## src/design/core_pkg.sv

```systemverilog
`default_nettype none

package core_pkg;

    // reorder buffer depth, power of two so the pointers wrap
    localparam int rob_size = 8;

    // reservation station depth
    localparam int rs_size = 4;

    typedef logic [$clog2(rob_size)-1:0] rob_tag_t;
    typedef logic [$clog2(rs_size)-1:0]  rs_idx_t;

    // life of one reorder buffer entry
    // empty -> busy at dispatch, busy -> done on the result bus,
    // done -> empty at retirement
    typedef enum logic [1:0] {
        rob_empty = 2'd0,
        rob_busy  = 2'd1,
        rob_done  = 2'd2
    } rob_state_t;

endpackage

`default_nettype wire

```

## src/design/isa_pkg.sv

```systemverilog
`default_nettype none

package isa_pkg;

    // datapath width and architectural register count
    localparam int xlen      = 32;
    localparam int reg_count = 16;

    typedef logic [xlen-1:0]              data_t;
    typedef logic [$clog2(reg_count)-1:0] reg_idx_t;

    // immediate field, sign-extended by the ALU
    typedef logic [11:0] imm_t;

    // ALU operation encodings
    // shifts take the low 5 bits of operand b, slt compares signed
    typedef enum logic [2:0] {
        op_add = 3'd0,
        op_sub = 3'd1,
        op_and = 3'd2,
        op_or  = 3'd3,
        op_xor = 3'd4,
        op_sll = 3'd5,
        op_srl = 3'd6,
        op_slt = 3'd7
    } alu_op_t;

endpackage

`default_nettype wire
```

## src/design/ooo_core.sv

```systemverilog
`timescale 1ns/1ps
`default_nettype none

module ooo_core (
    input  logic               clock,
    input  logic               reset,
    input  logic               in_valid,
    output logic               in_ready,
    input  isa_pkg::alu_op_t   in_op,
    input  isa_pkg::reg_idx_t  in_rd,
    input  isa_pkg::reg_idx_t  in_rs1,
    input  isa_pkg::reg_idx_t  in_rs2,
    input  logic               in_use_imm,
    input  isa_pkg::imm_t      in_imm,
    output logic               commit_valid,
    output isa_pkg::reg_idx_t  commit_rd,
    output isa_pkg::data_t     commit_value
);

    // dispatch to reorder buffer
    logic               rob_alloc;
    logic               rob_full;
    isa_pkg::reg_idx_t  rob_alloc_rd;
    core_pkg::rob_tag_t rob_alloc_tag;
    core_pkg::rob_tag_t rob_lookup_tag1;
    core_pkg::rob_tag_t rob_lookup_tag2;
    logic               rob_lookup_done1;
    logic               rob_lookup_done2;
    isa_pkg::data_t     rob_lookup_value1;
    isa_pkg::data_t     rob_lookup_value2;

    // dispatch to station
    logic               rs_load;
    logic               rs_full;
    isa_pkg::alu_op_t   rs_op;
    core_pkg::rob_tag_t rs_tag;
    logic               rs_ready1;
    logic               rs_ready2;
    isa_pkg::data_t     rs_value1;
    isa_pkg::data_t     rs_value2;
    core_pkg::rob_tag_t rs_src_tag1;
    core_pkg::rob_tag_t rs_src_tag2;
    logic               rs_use_imm;
    isa_pkg::imm_t      rs_imm;

    // station to ALU
    logic               issue_valid;
    isa_pkg::alu_op_t   issue_op;
    core_pkg::rob_tag_t issue_tag;
    isa_pkg::data_t     issue_a;
    isa_pkg::data_t     issue_b;
    logic               issue_use_imm;
    isa_pkg::imm_t      issue_imm;

    // result bus, single unit so no arbiter
    logic               cdb_valid;
    core_pkg::rob_tag_t cdb_tag;
    isa_pkg::data_t     cdb_value;

    core_pkg::rob_tag_t commit_tag;

    dispatch_unit dispatch (
        .clock, .reset,
        .in_valid, .in_ready, .in_op, .in_rd, .in_rs1, .in_rs2, .in_use_imm, .in_imm,
        .rob_full, .rob_alloc_tag, .rob_alloc, .rob_alloc_rd,
        .rob_lookup_tag1, .rob_lookup_tag2, .rob_lookup_done1, .rob_lookup_done2,
        .rob_lookup_value1, .rob_lookup_value2,
        .rs_full, .rs_load, .rs_op, .rs_tag, .rs_ready1, .rs_ready2,
        .rs_value1, .rs_value2, .rs_src_tag1, .rs_src_tag2, .rs_use_imm, .rs_imm,
        .cdb_valid, .cdb_tag, .cdb_value,
        .commit_valid, .commit_rd, .commit_tag, .commit_value
    );

    reservation_station station (
        .clock, .reset,
        .rs_load, .rs_op, .rs_tag, .rs_ready1, .rs_ready2, .rs_value1, .rs_value2,
        .rs_src_tag1, .rs_src_tag2, .rs_use_imm, .rs_imm, .rs_full,
        .cdb_valid, .cdb_tag, .cdb_value,
        .issue_valid, .issue_op, .issue_tag, .issue_a, .issue_b,
        .issue_use_imm, .issue_imm
    );

    alu_stage alu (
        .clock, .reset,
        .issue_valid, .issue_op, .issue_tag, .issue_a, .issue_b,
        .issue_use_imm, .issue_imm,
        .cdb_valid, .cdb_tag, .cdb_value
    );

    reorder_buffer rob (
        .clock, .reset,
        .rob_alloc, .rob_alloc_rd, .rob_alloc_tag, .rob_full,
        .cdb_valid, .cdb_tag, .cdb_value,
        .rob_lookup_tag1, .rob_lookup_tag2, .rob_lookup_done1, .rob_lookup_done2,
        .rob_lookup_value1, .rob_lookup_value2,
        .commit_valid, .commit_rd, .commit_tag, .commit_value
    );

endmodule

`default_nettype wire

```

## src/design/reorder_buffer.sv

```systemverilog
`timescale 1ns/1ps
`default_nettype none

module reorder_buffer (
    input  logic                clock,
    input  logic                reset,
    // allocation
    input  logic                rob_alloc,
    input  isa_pkg::reg_idx_t   rob_alloc_rd,
    output core_pkg::rob_tag_t  rob_alloc_tag,
    output logic                rob_full,
    // result bus
    input  logic                cdb_valid,
    input  core_pkg::rob_tag_t  cdb_tag,
    input  isa_pkg::data_t      cdb_value,
    // operand lookup for dispatch
    input  core_pkg::rob_tag_t  rob_lookup_tag1,
    input  core_pkg::rob_tag_t  rob_lookup_tag2,
    output logic                rob_lookup_done1,
    output logic                rob_lookup_done2,
    output isa_pkg::data_t      rob_lookup_value1,
    output isa_pkg::data_t      rob_lookup_value2,
    // retirement
    output logic                commit_valid,
    output isa_pkg::reg_idx_t   commit_rd,
    output core_pkg::rob_tag_t  commit_tag,
    output isa_pkg::data_t      commit_value
);

    core_pkg::rob_state_t state [core_pkg::rob_size];
    isa_pkg::reg_idx_t    dest  [core_pkg::rob_size];
    isa_pkg::data_t       value [core_pkg::rob_size];

    core_pkg::rob_tag_t              head;
    core_pkg::rob_tag_t              tail;
    logic [$clog2(core_pkg::rob_size):0] count;
    logic                            retire;

    // head leaves once its result is in
    assign retire = state[head] == core_pkg::rob_done;

    assign rob_alloc_tag = tail;
    assign rob_full      = count == $bits(count)'(core_pkg::rob_size);

    // lookup ports
    assign rob_lookup_done1  = state[rob_lookup_tag1] == core_pkg::rob_done;
    assign rob_lookup_done2  = state[rob_lookup_tag2] == core_pkg::rob_done;
    assign rob_lookup_value1 = value[rob_lookup_tag1];
    assign rob_lookup_value2 = value[rob_lookup_tag2];

    //////////////////////////////
    // entry state and pointers
    //////////////////////////////

    always_ff @(posedge clock) begin
        if (reset) begin
            for (int i = 0; i < core_pkg::rob_size; i++) begin
                state[i] <= core_pkg::rob_empty;
            end
            head         <= '0;
            tail         <= '0;
            count        <= '0;
            commit_valid <= 1'b0;
        end else begin
            if (cdb_valid) begin
                state[cdb_tag] <= core_pkg::rob_done;
            end
            if (retire) begin
                state[head] <= core_pkg::rob_empty;
                head        <= head + 1'b1;
            end
            // tail never meets a retiring head, the buffer would be full
            if (rob_alloc) begin
                state[tail] <= core_pkg::rob_busy;
                tail        <= tail + 1'b1;
            end
            case ({rob_alloc, retire})
                2'b10:   count <= count + 1'b1;
                2'b01:   count <= count - 1'b1;
                default: count <= count;
            endcase
            commit_valid <= retire;
        end
    end

    //////////////////////////////
    // payload and commit port
    //////////////////////////////

    always_ff @(posedge clock) begin
        if (rob_alloc) begin
            dest[tail] <= rob_alloc_rd;
        end
        if (cdb_valid) begin
            value[cdb_tag] <= cdb_value;
        end
        // registered, qualified by commit_valid
        commit_rd    <= dest[head];
        commit_tag   <= head;
        commit_value <= value[head];
    end

    // the ALU only answers instructions that were dispatched
    assert property (@(posedge clock) disable iff (reset)
        cdb_valid |-> state[cdb_tag] != core_pkg::rob_empty);

endmodule

`default_nettype wire

```

## src/design/alu_stage.sv

```systemverilog
`timescale 1ns/1ps
`default_nettype none

module alu_stage (
    input  logic                clock,
    input  logic                reset,
    input  logic                issue_valid,
    input  isa_pkg::alu_op_t    issue_op,
    input  core_pkg::rob_tag_t  issue_tag,
    input  isa_pkg::data_t      issue_a,
    input  isa_pkg::data_t      issue_b,
    input  logic                issue_use_imm,
    input  isa_pkg::imm_t       issue_imm,
    // result bus
    output logic                cdb_valid,
    output core_pkg::rob_tag_t  cdb_tag,
    output isa_pkg::data_t      cdb_value
);

    isa_pkg::data_t operand_b;
    isa_pkg::data_t result;

    // sign-extended immediate or register operand
    assign operand_b = issue_use_imm ? isa_pkg::data_t'($signed(issue_imm)) : issue_b;

    always_comb begin
        case (issue_op)
            isa_pkg::op_add: result = issue_a + operand_b;
            isa_pkg::op_sub: result = issue_a - operand_b;
            isa_pkg::op_and: result = issue_a & operand_b;
            isa_pkg::op_or:  result = issue_a | operand_b;
            isa_pkg::op_xor: result = issue_a ^ operand_b;
            // shift amount from the low 5 bits
            isa_pkg::op_sll: result = issue_a << operand_b[4:0];
            isa_pkg::op_srl: result = issue_a >> operand_b[4:0];
            isa_pkg::op_slt: result = isa_pkg::data_t'($signed(issue_a) < $signed(operand_b));
            default:         result = '0;
        endcase
    end

    // broadcast one cycle after issue
    always_ff @(posedge clock) begin
        if (reset) begin
            cdb_valid <= 1'b0;
        end else begin
            cdb_valid <= issue_valid;
        end
    end

    always_ff @(posedge clock) begin
        cdb_tag   <= issue_tag;
        cdb_value <= result;
    end

endmodule

`default_nettype wire

```

## src/design/reservation_station.sv

```systemverilog
`timescale 1ns/1ps
`default_nettype none

module reservation_station (
    input  logic                clock,
    input  logic                reset,
    // load from dispatch
    input  logic                rs_load,
    input  isa_pkg::alu_op_t    rs_op,
    input  core_pkg::rob_tag_t  rs_tag,
    input  logic                rs_ready1,
    input  logic                rs_ready2,
    input  isa_pkg::data_t      rs_value1,
    input  isa_pkg::data_t      rs_value2,
    input  core_pkg::rob_tag_t  rs_src_tag1,
    input  core_pkg::rob_tag_t  rs_src_tag2,
    input  logic                rs_use_imm,
    input  isa_pkg::imm_t       rs_imm,
    output logic                rs_full,
    // result bus
    input  logic                cdb_valid,
    input  core_pkg::rob_tag_t  cdb_tag,
    input  isa_pkg::data_t      cdb_value,
    // issue to the ALU
    output logic                issue_valid,
    output isa_pkg::alu_op_t    issue_op,
    output core_pkg::rob_tag_t  issue_tag,
    output isa_pkg::data_t      issue_a,
    output isa_pkg::data_t      issue_b,
    output logic                issue_use_imm,
    output isa_pkg::imm_t       issue_imm
);

    logic [core_pkg::rs_size-1:0] valid;

    // entry payload
    isa_pkg::alu_op_t   op       [core_pkg::rs_size];
    core_pkg::rob_tag_t tag      [core_pkg::rs_size];
    logic               ready1   [core_pkg::rs_size];
    logic               ready2   [core_pkg::rs_size];
    isa_pkg::data_t     value1   [core_pkg::rs_size];
    isa_pkg::data_t     value2   [core_pkg::rs_size];
    core_pkg::rob_tag_t src_tag1 [core_pkg::rs_size];
    core_pkg::rob_tag_t src_tag2 [core_pkg::rs_size];
    logic               use_imm  [core_pkg::rs_size];
    isa_pkg::imm_t      imm      [core_pkg::rs_size];
    // number of older valid entries, 0 is the oldest
    core_pkg::rs_idx_t  age      [core_pkg::rs_size];

    logic              pick_found;
    core_pkg::rs_idx_t pick;
    core_pkg::rs_idx_t free_slot;
    core_pkg::rs_idx_t new_age;

    assign rs_full = &valid;

    //////////////////////////////
    // oldest-ready select
    //////////////////////////////

    always_comb begin
        pick_found = 1'b0;
        pick       = '0;
        free_slot  = '0;
        new_age    = '0;
        for (int i = 0; i < core_pkg::rs_size; i++) begin
            if (valid[i] && ready1[i] && ready2[i] && (!pick_found || age[i] < age[pick])) begin
                pick_found = 1'b1;
                pick       = core_pkg::rs_idx_t'(i);
            end
        end
        // lowest free slot
        for (int i = core_pkg::rs_size - 1; i >= 0; i--) begin
            if (!valid[i]) begin
                free_slot = core_pkg::rs_idx_t'(i);
            end
        end
        // a loaded entry is younger than all that stay
        for (int i = 0; i < core_pkg::rs_size; i++) begin
            if (valid[i] && !(pick_found && pick == core_pkg::rs_idx_t'(i))) begin
                new_age = new_age + 1'b1;
            end
        end
    end

    assign issue_valid   = pick_found;
    assign issue_op      = op[pick];
    assign issue_tag     = tag[pick];
    assign issue_a       = value1[pick];
    assign issue_b       = value2[pick];
    assign issue_use_imm = use_imm[pick];
    assign issue_imm     = imm[pick];

    //////////////////////////////
    // wakeup, free and load
    //////////////////////////////

    always_ff @(posedge clock) begin
        if (reset) begin
            valid <= '0;
        end else begin
            for (int i = 0; i < core_pkg::rs_size; i++) begin
                // capture a matching broadcast
                if (valid[i] && cdb_valid && !ready1[i] && src_tag1[i] == cdb_tag) begin
                    ready1[i] <= 1'b1;
                    value1[i] <= cdb_value;
                end
                if (valid[i] && cdb_valid && !ready2[i] && src_tag2[i] == cdb_tag) begin
                    ready2[i] <= 1'b1;
                    value2[i] <= cdb_value;
                end
                // younger entries move up past the issued one
                if (pick_found && valid[i] && age[i] > age[pick]) begin
                    age[i] <= age[i] - 1'b1;
                end
            end
            if (pick_found) begin
                valid[pick] <= 1'b0;
            end
            if (rs_load) begin
                valid[free_slot]    <= 1'b1;
                op[free_slot]       <= rs_op;
                tag[free_slot]      <= rs_tag;
                ready1[free_slot]   <= rs_ready1;
                ready2[free_slot]   <= rs_ready2;
                value1[free_slot]   <= rs_value1;
                value2[free_slot]   <= rs_value2;
                src_tag1[free_slot] <= rs_src_tag1;
                src_tag2[free_slot] <= rs_src_tag2;
                use_imm[free_slot]  <= rs_use_imm;
                imm[free_slot]      <= rs_imm;
                age[free_slot]      <= new_age;
            end
        end
    end

    // dispatch holds off while every entry is taken
    assert property (@(posedge clock) disable iff (reset) rs_load |-> !rs_full);

endmodule

`default_nettype wire

```

## src/design/dispatch_unit.sv

```systemverilog
`timescale 1ns/1ps
`default_nettype none

module dispatch_unit (
    input  logic                clock,
    input  logic                reset,
    // decoded instruction
    input  logic                in_valid,
    output logic                in_ready,
    input  isa_pkg::alu_op_t    in_op,
    input  isa_pkg::reg_idx_t   in_rd,
    input  isa_pkg::reg_idx_t   in_rs1,
    input  isa_pkg::reg_idx_t   in_rs2,
    input  logic                in_use_imm,
    input  isa_pkg::imm_t       in_imm,
    // reorder buffer
    input  logic                rob_full,
    input  core_pkg::rob_tag_t  rob_alloc_tag,
    output logic                rob_alloc,
    output isa_pkg::reg_idx_t   rob_alloc_rd,
    output core_pkg::rob_tag_t  rob_lookup_tag1,
    output core_pkg::rob_tag_t  rob_lookup_tag2,
    input  logic                rob_lookup_done1,
    input  logic                rob_lookup_done2,
    input  isa_pkg::data_t      rob_lookup_value1,
    input  isa_pkg::data_t      rob_lookup_value2,
    // reservation station
    input  logic                rs_full,
    output logic                rs_load,
    output isa_pkg::alu_op_t    rs_op,
    output core_pkg::rob_tag_t  rs_tag,
    output logic                rs_ready1,
    output logic                rs_ready2,
    output isa_pkg::data_t      rs_value1,
    output isa_pkg::data_t      rs_value2,
    output core_pkg::rob_tag_t  rs_src_tag1,
    output core_pkg::rob_tag_t  rs_src_tag2,
    output logic                rs_use_imm,
    output isa_pkg::imm_t       rs_imm,
    // result bus
    input  logic                cdb_valid,
    input  core_pkg::rob_tag_t  cdb_tag,
    input  isa_pkg::data_t      cdb_value,
    // retirement
    input  logic                commit_valid,
    input  isa_pkg::reg_idx_t   commit_rd,
    input  core_pkg::rob_tag_t  commit_tag,
    input  isa_pkg::data_t      commit_value
);

    // architectural registers plus rename state
    isa_pkg::data_t     reg_value  [isa_pkg::reg_count];
    logic               reg_busy   [isa_pkg::reg_count];
    core_pkg::rob_tag_t rename_tag [isa_pkg::reg_count];

    logic           fire;
    logic           src_ready1;
    logic           src_ready2;
    logic           tag_live;

    // one source operand
    // file value, else the retiring result, else the done ROB entry,
    // else this cycle's result bus, else wait on the tag
    function automatic void resolve(
        input  logic               busy,
        input  core_pkg::rob_tag_t tag,
        input  isa_pkg::data_t     file_value,
        input  logic               done,
        input  isa_pkg::data_t     done_value,
        output logic               ready,
        output isa_pkg::data_t     value
    );
        ready = 1'b1;
        value = file_value;
        if (busy) begin
            if (commit_valid && commit_tag == tag) begin
                value = commit_value;
            end else if (done) begin
                value = done_value;
            end else if (cdb_valid && cdb_tag == tag) begin
                value = cdb_value;
            end else begin
                ready = 1'b0;
            end
        end
    endfunction

    //////////////////////////////
    // handshake and allocation
    //////////////////////////////

    assign in_ready = !rob_full && !rs_full;
    assign fire     = in_valid && in_ready;

    assign rob_alloc    = fire;
    assign rob_alloc_rd = in_rd;

    // ask the ROB about the current producers
    assign rob_lookup_tag1 = rename_tag[in_rs1];
    assign rob_lookup_tag2 = rename_tag[in_rs2];

    always_comb begin
        resolve(reg_busy[in_rs1], rename_tag[in_rs1], reg_value[in_rs1],
                rob_lookup_done1, rob_lookup_value1, src_ready1, rs_value1);
        resolve(reg_busy[in_rs2], rename_tag[in_rs2], reg_value[in_rs2],
                rob_lookup_done2, rob_lookup_value2, src_ready2, rs_value2);
    end

    // station entry
    assign rs_load     = fire;
    assign rs_op       = in_op;
    assign rs_tag      = rob_alloc_tag;
    assign rs_ready1   = src_ready1;
    // operand b is not needed with an immediate
    assign rs_ready2   = src_ready2 || in_use_imm;
    assign rs_src_tag1 = rename_tag[in_rs1];
    assign rs_src_tag2 = rename_tag[in_rs2];
    assign rs_use_imm  = in_use_imm;
    assign rs_imm      = in_imm;

    //////////////////////////////
    // register file and renaming
    //////////////////////////////

    always_ff @(posedge clock) begin
        if (reset) begin
            for (int i = 0; i < isa_pkg::reg_count; i++) begin
                reg_value[i]  <= '0;
                reg_busy[i]   <= 1'b0;
                rename_tag[i] <= '0;
            end
        end else begin
            // retirement leaves r0 at zero
            if (commit_valid && commit_rd != '0) begin
                reg_value[commit_rd] <= commit_value;
                // a younger writer keeps the register renamed
                if (rename_tag[commit_rd] == commit_tag) begin
                    reg_busy[commit_rd] <= 1'b0;
                end
            end
            // new producer wins over a same-cycle retirement
            if (fire && in_rd != '0) begin
                reg_busy[in_rd]   <= 1'b1;
                rename_tag[in_rd] <= rob_alloc_tag;
            end
        end
    end

    // tail tag still held by a renamed producer
    always_comb begin
        tag_live = 1'b0;
        for (int i = 0; i < isa_pkg::reg_count; i++) begin
            if (reg_busy[i] && rename_tag[i] == rob_alloc_tag) begin
                tag_live = 1'b1;
            end
        end
        // producer already retired, only the file write is left
        if (commit_valid && commit_tag == rob_alloc_tag) begin
            tag_live = 1'b0;
        end
    end

    // dispatch into a full ROB would reuse the tag of a live entry
    assert property (@(posedge clock) disable iff (reset) rob_alloc |-> !tag_live);

endmodule

`default_nettype wire

```

## config.mk

```make
export PLATFORM = sky130hd
export DESIGN_NAME = ooo_core
export DESIGN_NICKNAME = d
export VERILOG_FILES = /design/src/design/core_pkg.sv /design/src/design/isa_pkg.sv /design/src/design/ooo_core.sv /design/src/design/reorder_buffer.sv /design/src/design/alu_stage.sv /design/src/design/reservation_station.sv /design/src/design/dispatch_unit.sv
export SDC_FILE = /design/constraint.sdc
export NUM_CORES = 2
export LEC_CHECK = 0
export BUFFER_PORTS_ARGS = -buffer_cell sky130_fd_sc_hd__buf_2
export CORE_UTILIZATION = 45
export DETAILED_ROUTE_END_ITERATION = 8
export PLACE_DENSITY = 0.59
export SYNTH_ARGS = -nofsm -noshare
export SYNTH_HDL_FRONTEND = slang
export SYNTH_SLANG_ARGS = --single-unit
export TNS_END_PERCENT = 100
```

## constraint.sdc

```tcl
create_clock -name clock -period 10.3 [get_ports clock]
set_clock_uncertainty 0.15 [all_clocks]
set_input_delay 1.545 -clock clock [delete_from_list [all_inputs] [get_ports clock]]
set_output_delay 1.545 -clock clock [all_outputs]
set_load 0.03 [all_outputs]
```

==> results.txt <==
The flow ran to the end, and the final reports show no timing, DRC or antenna violations. The number of buffers inserted by hold repair at cts came out at 0. The synthesis-stage register bit count is between 1000 and 1500. The number of unique standard cell types used by synthesis came out at ~110. The area growth from synthesis to final layout is 10.2%. The via count normalized by instance count came out at roughly 6.4. The number of max-capacitance violations reported came out at 0. The maximum number of pins on one net before global-route repair is 67.

The power density of the placed cells came out at 188 mW/mm^2. The number of filler instances in the final layout is roughly 15000. After synthesis, the cell types taking the most area are sky130_fd_sc_hd__edfxtp_1, sky130_fd_sc_hd__mux4_2, sky130_fd_sc_hd__and2_1, sky130_fd_sc_hd__nand2_1, sky130_fd_sc_hd__dfxtp_1.

The actual transition at the worst max-transition pin came out at ~1.1 ns. The height of the die came out at approximately 410 um. Of the available clock period, the critical path in the final layout requires ~90%. Excluding fillers, the count of instances in the completed layout stands at between 8000 and 9000. The wire length reported by the detailed router came out at ~270 mm. Each instance of the synthesized netlist takes up on average 12.1 um^2. The initial DRC count is 7286. The most critical setup path has its endpoint at alu.cdb_value[31].

Of the total synthesized cell area, the portion taken by full adders, half adders and majority gates is between 1.5 and 2%. The tree built by TritonCTS fans out to approximately 1300 sinks. The die outline area is ~0.17 mm^2. TritonCTS built the clock tree. The CTS buffer count came out at approximately 150. The clock tree buffer depth is 3.

The total overflow reported by the global router came out at 0. The initialized floorplan defines 150 standard-cell rows. Once detailed placement completed, the half-perimeter wirelength came to around 170 mm. The final RePlAce weighted congestion came out at between 1 and 1.5.

Summing all placed instances gives a cell area of between 0.07 and 0.08 mm^2. The deepest level of the CTS H-tree came out at 4. The largest vdd supply drop is 0.174 mV.

In this run the tool buffered the top-level ports with ~70 buffer cells. For this run, the leading register cell type out of synthesis is sky130_fd_sc_hd__edfxtp_1. The count of flip-flops with a built-in enable after synthesis came out at 1212. The first-pass GRT wire length came out at 383 mm. Headroom to the max-slew limit came out at between 20% and 30%. Post-CTS repair changed the size of 0 cells. The cell count after synthesis came out at 6289. The launch point of the worst hold path is dispatch.reg_busy[0]. The tree is rooted in a sky130_fd_sc_hd__clkbuf_16. The path class of the lowest-slack min-delay path is reg -> reg. After detailed routing, the average wire length per cell comes to about 31 um.

The most frequent cell on the critical path is sky130_fd_sc_hd__a21oi_1. The count of nets left with antenna violations once routing finished came out at 0. The setup slack on the worst flop-to-flop path is approximately 1.3 ns. The multiplexer share of the synthesized area is between 15 and 20%. Counting instances in the post-synthesis netlist gives the leading cell types as sky130_fd_sc_hd__edfxtp_1, sky130_fd_sc_hd__nand2_1, sky130_fd_sc_hd__and2_1. STA classifies the critical path startpoint as a flip-flop. The final number of hold-violating endpoints is 0. 0 antenna diodes ended up in the layout. The critical-path maximum fanout came out at 20.

The max-slew violation count came to 0. The portion of synthesized cell area occupied by the leading cell type is approximately half. After synthesis, the largest family of logic cells by area is multiplexers. The arrival time of data at the critical path endpoint is between 9 and 10 ns. The overall fraction of global-route tracks in use came out at between 30% and 40%. The number of failing setup endpoints in the final timing report came out at 0. The worst register-to-register path ends at alu.cdb_value[31]. The pre-CTS setup slack came out at 1.48 ns. Setup repair after global routing left no endpoint under its margin. The number of design rule violations left after detail routing is 0. After synthesis the cells add up to between 0.07 and 0.08 mm^2. The worst reg2reg path startpoint is station.age[1][1].

The post-synthesis share of cell area spent on and, or, nand and nor gates is approximately 15%. The capturing element type of the critical path is a flip-flop. The post-layout worst setup margin is around 1.3 ns. The final standard cell area without fillers is around 0.084 mm^2. The total vias in the final route came out at 54971. At the worst endpoint, the required time is ~11 ns. The largest area contributor in the synthesized netlist is sky130_fd_sc_hd__edfxtp_1. From left edge to right edge, the die measures just over 400 um. The Yosys step of the flow raised 0 warnings. The number of post-CTS setup repair buffers is 0.

The critical path is of the reg -> reg type. The leakage power summed over all cells came out at roughly 30 nW. The share of post-route cells with drive strength above 1 is between 10% and 20%. The number of placed instances, taps included is 8266. In the synthesized netlist the async set-or-reset flop fraction comes to 0%. During I/O placement, the number of pins put on the boundary was between 60 and 70. The minimum clock period came out at between 9 and 10 ns. sky130_fd_sc_hd__edfxtp_1 is the most common cell in the netlist. The highest clock rate is between 100 and 150 MHz. The post-CTS clock slew at the launch and capture registers of the worst setup and hold paths is ~0.070 ns. The core area came out at ~0.17 mm^2.

The share of the synthesized area in compound gates (AO/OA/AOI/OAI) is roughly a tenth. The largest stage delay on the critical path is 0.58 ns. The clock latency on the worst-skew pair is 0.81 ns. The worst-path cell with the longest stage delay is sky130_fd_sc_hd__or4_1. The count of TritonRoute iterations in the first routing pass came out at 8.

The sequential element share of the synthesized area came out at about half. The via count of the first global-routing pass is 52837. The number of nets in the layout is between 6000 and 7000. The xor and xnor area share after synthesis is less than 1%. The starting utilization of the core area is ~45%. The critical path starts at station.age[1][1]. The initial antenna violation count came to 10. The worst register-to-register path has a depth of 32. The summed negative setup slack over all endpoints is 0 ns.
layout make-up:
cell class / count / area, um^2 / area share [%]
flip-flops and latches: 1345 / 39100 / 46.8
multi-input cells: 4346 / 34600 / 41.4
clock buffers: 197 / 4090 / 4.89
well taps: 2204 / 2760 / 3.30
repair buffers: 240 / 1660 / 1.99
clock inverters: 85 / 893 / 1.07
inverters: 131 / 499 / 0.598
flip-flops by register name, indices dropped and copies added (netlist names), 8 cells and up, named ones only:
| register | flops |
|---|---|
| dispatch.reg_value | 512 |
| rob.value | 256 |
| station.value1 | 128 |
| station.value2 | 128 |
| dispatch.rename_tag | 48 |
| station.imm | 48 |
| alu.cdb_value | 32 |
| rob.commit_value | 32 |
| rob.dest | 32 |
| dispatch.reg_busy | 16 |
| rob.state | 16 |
| station.op | 12 |
| station.src_tag1 | 12 |
| station.src_tag2 | 12 |
| station.tag | 12 |
| station.age | 8 |
critical path, delay by kind of cell, from the launching register on:
| kind | cells | cell delay [ns] |
|---|---|---|
| mux | 2 | 0.69 |
| compound gates | 18 | 4.19 |
| simple gates | 7 | 1.90 |
| flops | 1 | 0.46 |
| buf+inv | 1 | 0.25 |
| fa+ha+maj | 4 | 1.20 |
worst min path at each step:
stage | endpoint | cells past startpoint
after floorplan | rob.commit_tag[2] | 0
after global placement | rob.count[3] | 2
after detailed placement | alu.cdb_tag[2] | 2
after CTS | alu.cdb_tag[2] | 2
after global routing | rob.count[3] | 2
final | dispatch.reg_busy[0] | 1
logic make-up (layout without fill, tap and decap cells):
kind of cell | count (synthesis) | in the layout
adder cells (fa/ha/maj) | 118 | 118
AND/OR/NAND/NOR | 2301 | 2301
other | 1 | 35
XOR/XNOR | 73 | 73
AO/OA/AOI/OAI | 1133 | 1133
buffers and inverters | 632 | 653
flip-flops | 1345 | 1345
multiplexers | 686 | 686
through the flow:
step           hold slack, ns  power, mW  utilization (%)
4_1_cts                 0.330       15.7             50.0
3_5_place_dp            0.302       10.2             47.0
5_1_grt                 0.352       16.2             50.0
6_report                0.332       15.7             50.0
3_3_place_gp            0.315       10.2             47.0
2_1_floorplan           0.179       8.96                -
layout by cell type, fill, tap and decap left out, drive strengths merged, types with 17 or more instances in the layout:
master / Yosys / routed
edfxtp: 1212 / 1212
nand2: 838 / 838
and2: 545 / 545
mux4: 511 / 511
nor2: 462 / 462
a21oi: 298 / 298
o21ai: 251 / 251
buf: 184 / 240
clkbuf: 317 / 197
a22oi: 159 / 159
inv: 131 / 144
dfxtp: 133 / 133
ha: 115 / 115
a211oi: 113 / 113
nand3: 112 / 112
mux2i: 105 / 105
nor3: 87 / 87
mux2: 70 / 70
xnor2: 62 / 62
o211ai: 58 / 58
clkinv: 0 / 54
or2: 46 / 46
or3: 45 / 45
nand4: 39 / 39
conb: 1 / 35
nand2b: 34 / 34
nor2b: 30 / 30
o22ai: 29 / 29
o31a: 25 / 25
o221ai: 17 / 17
o31ai: 17 / 17
routing by layer:
metal  global-route usage, %  vias up  part of all wire [%]
met1                    41.8    27792                    39
met3                    4.67      625                   8.7
met2                    50.8     2980                    48
met4                    14.0        4                   4.7
met5                       0        -                0.0097
li1                        -    23570                     -
report_power, final:
part           switching, mW  internal (mW)
Clock                   2.36           3.12
Combinational           2.22           1.19
Sequential             0.394           6.41
Total                   4.98           10.7
Power figures use the tool's default switching activity.
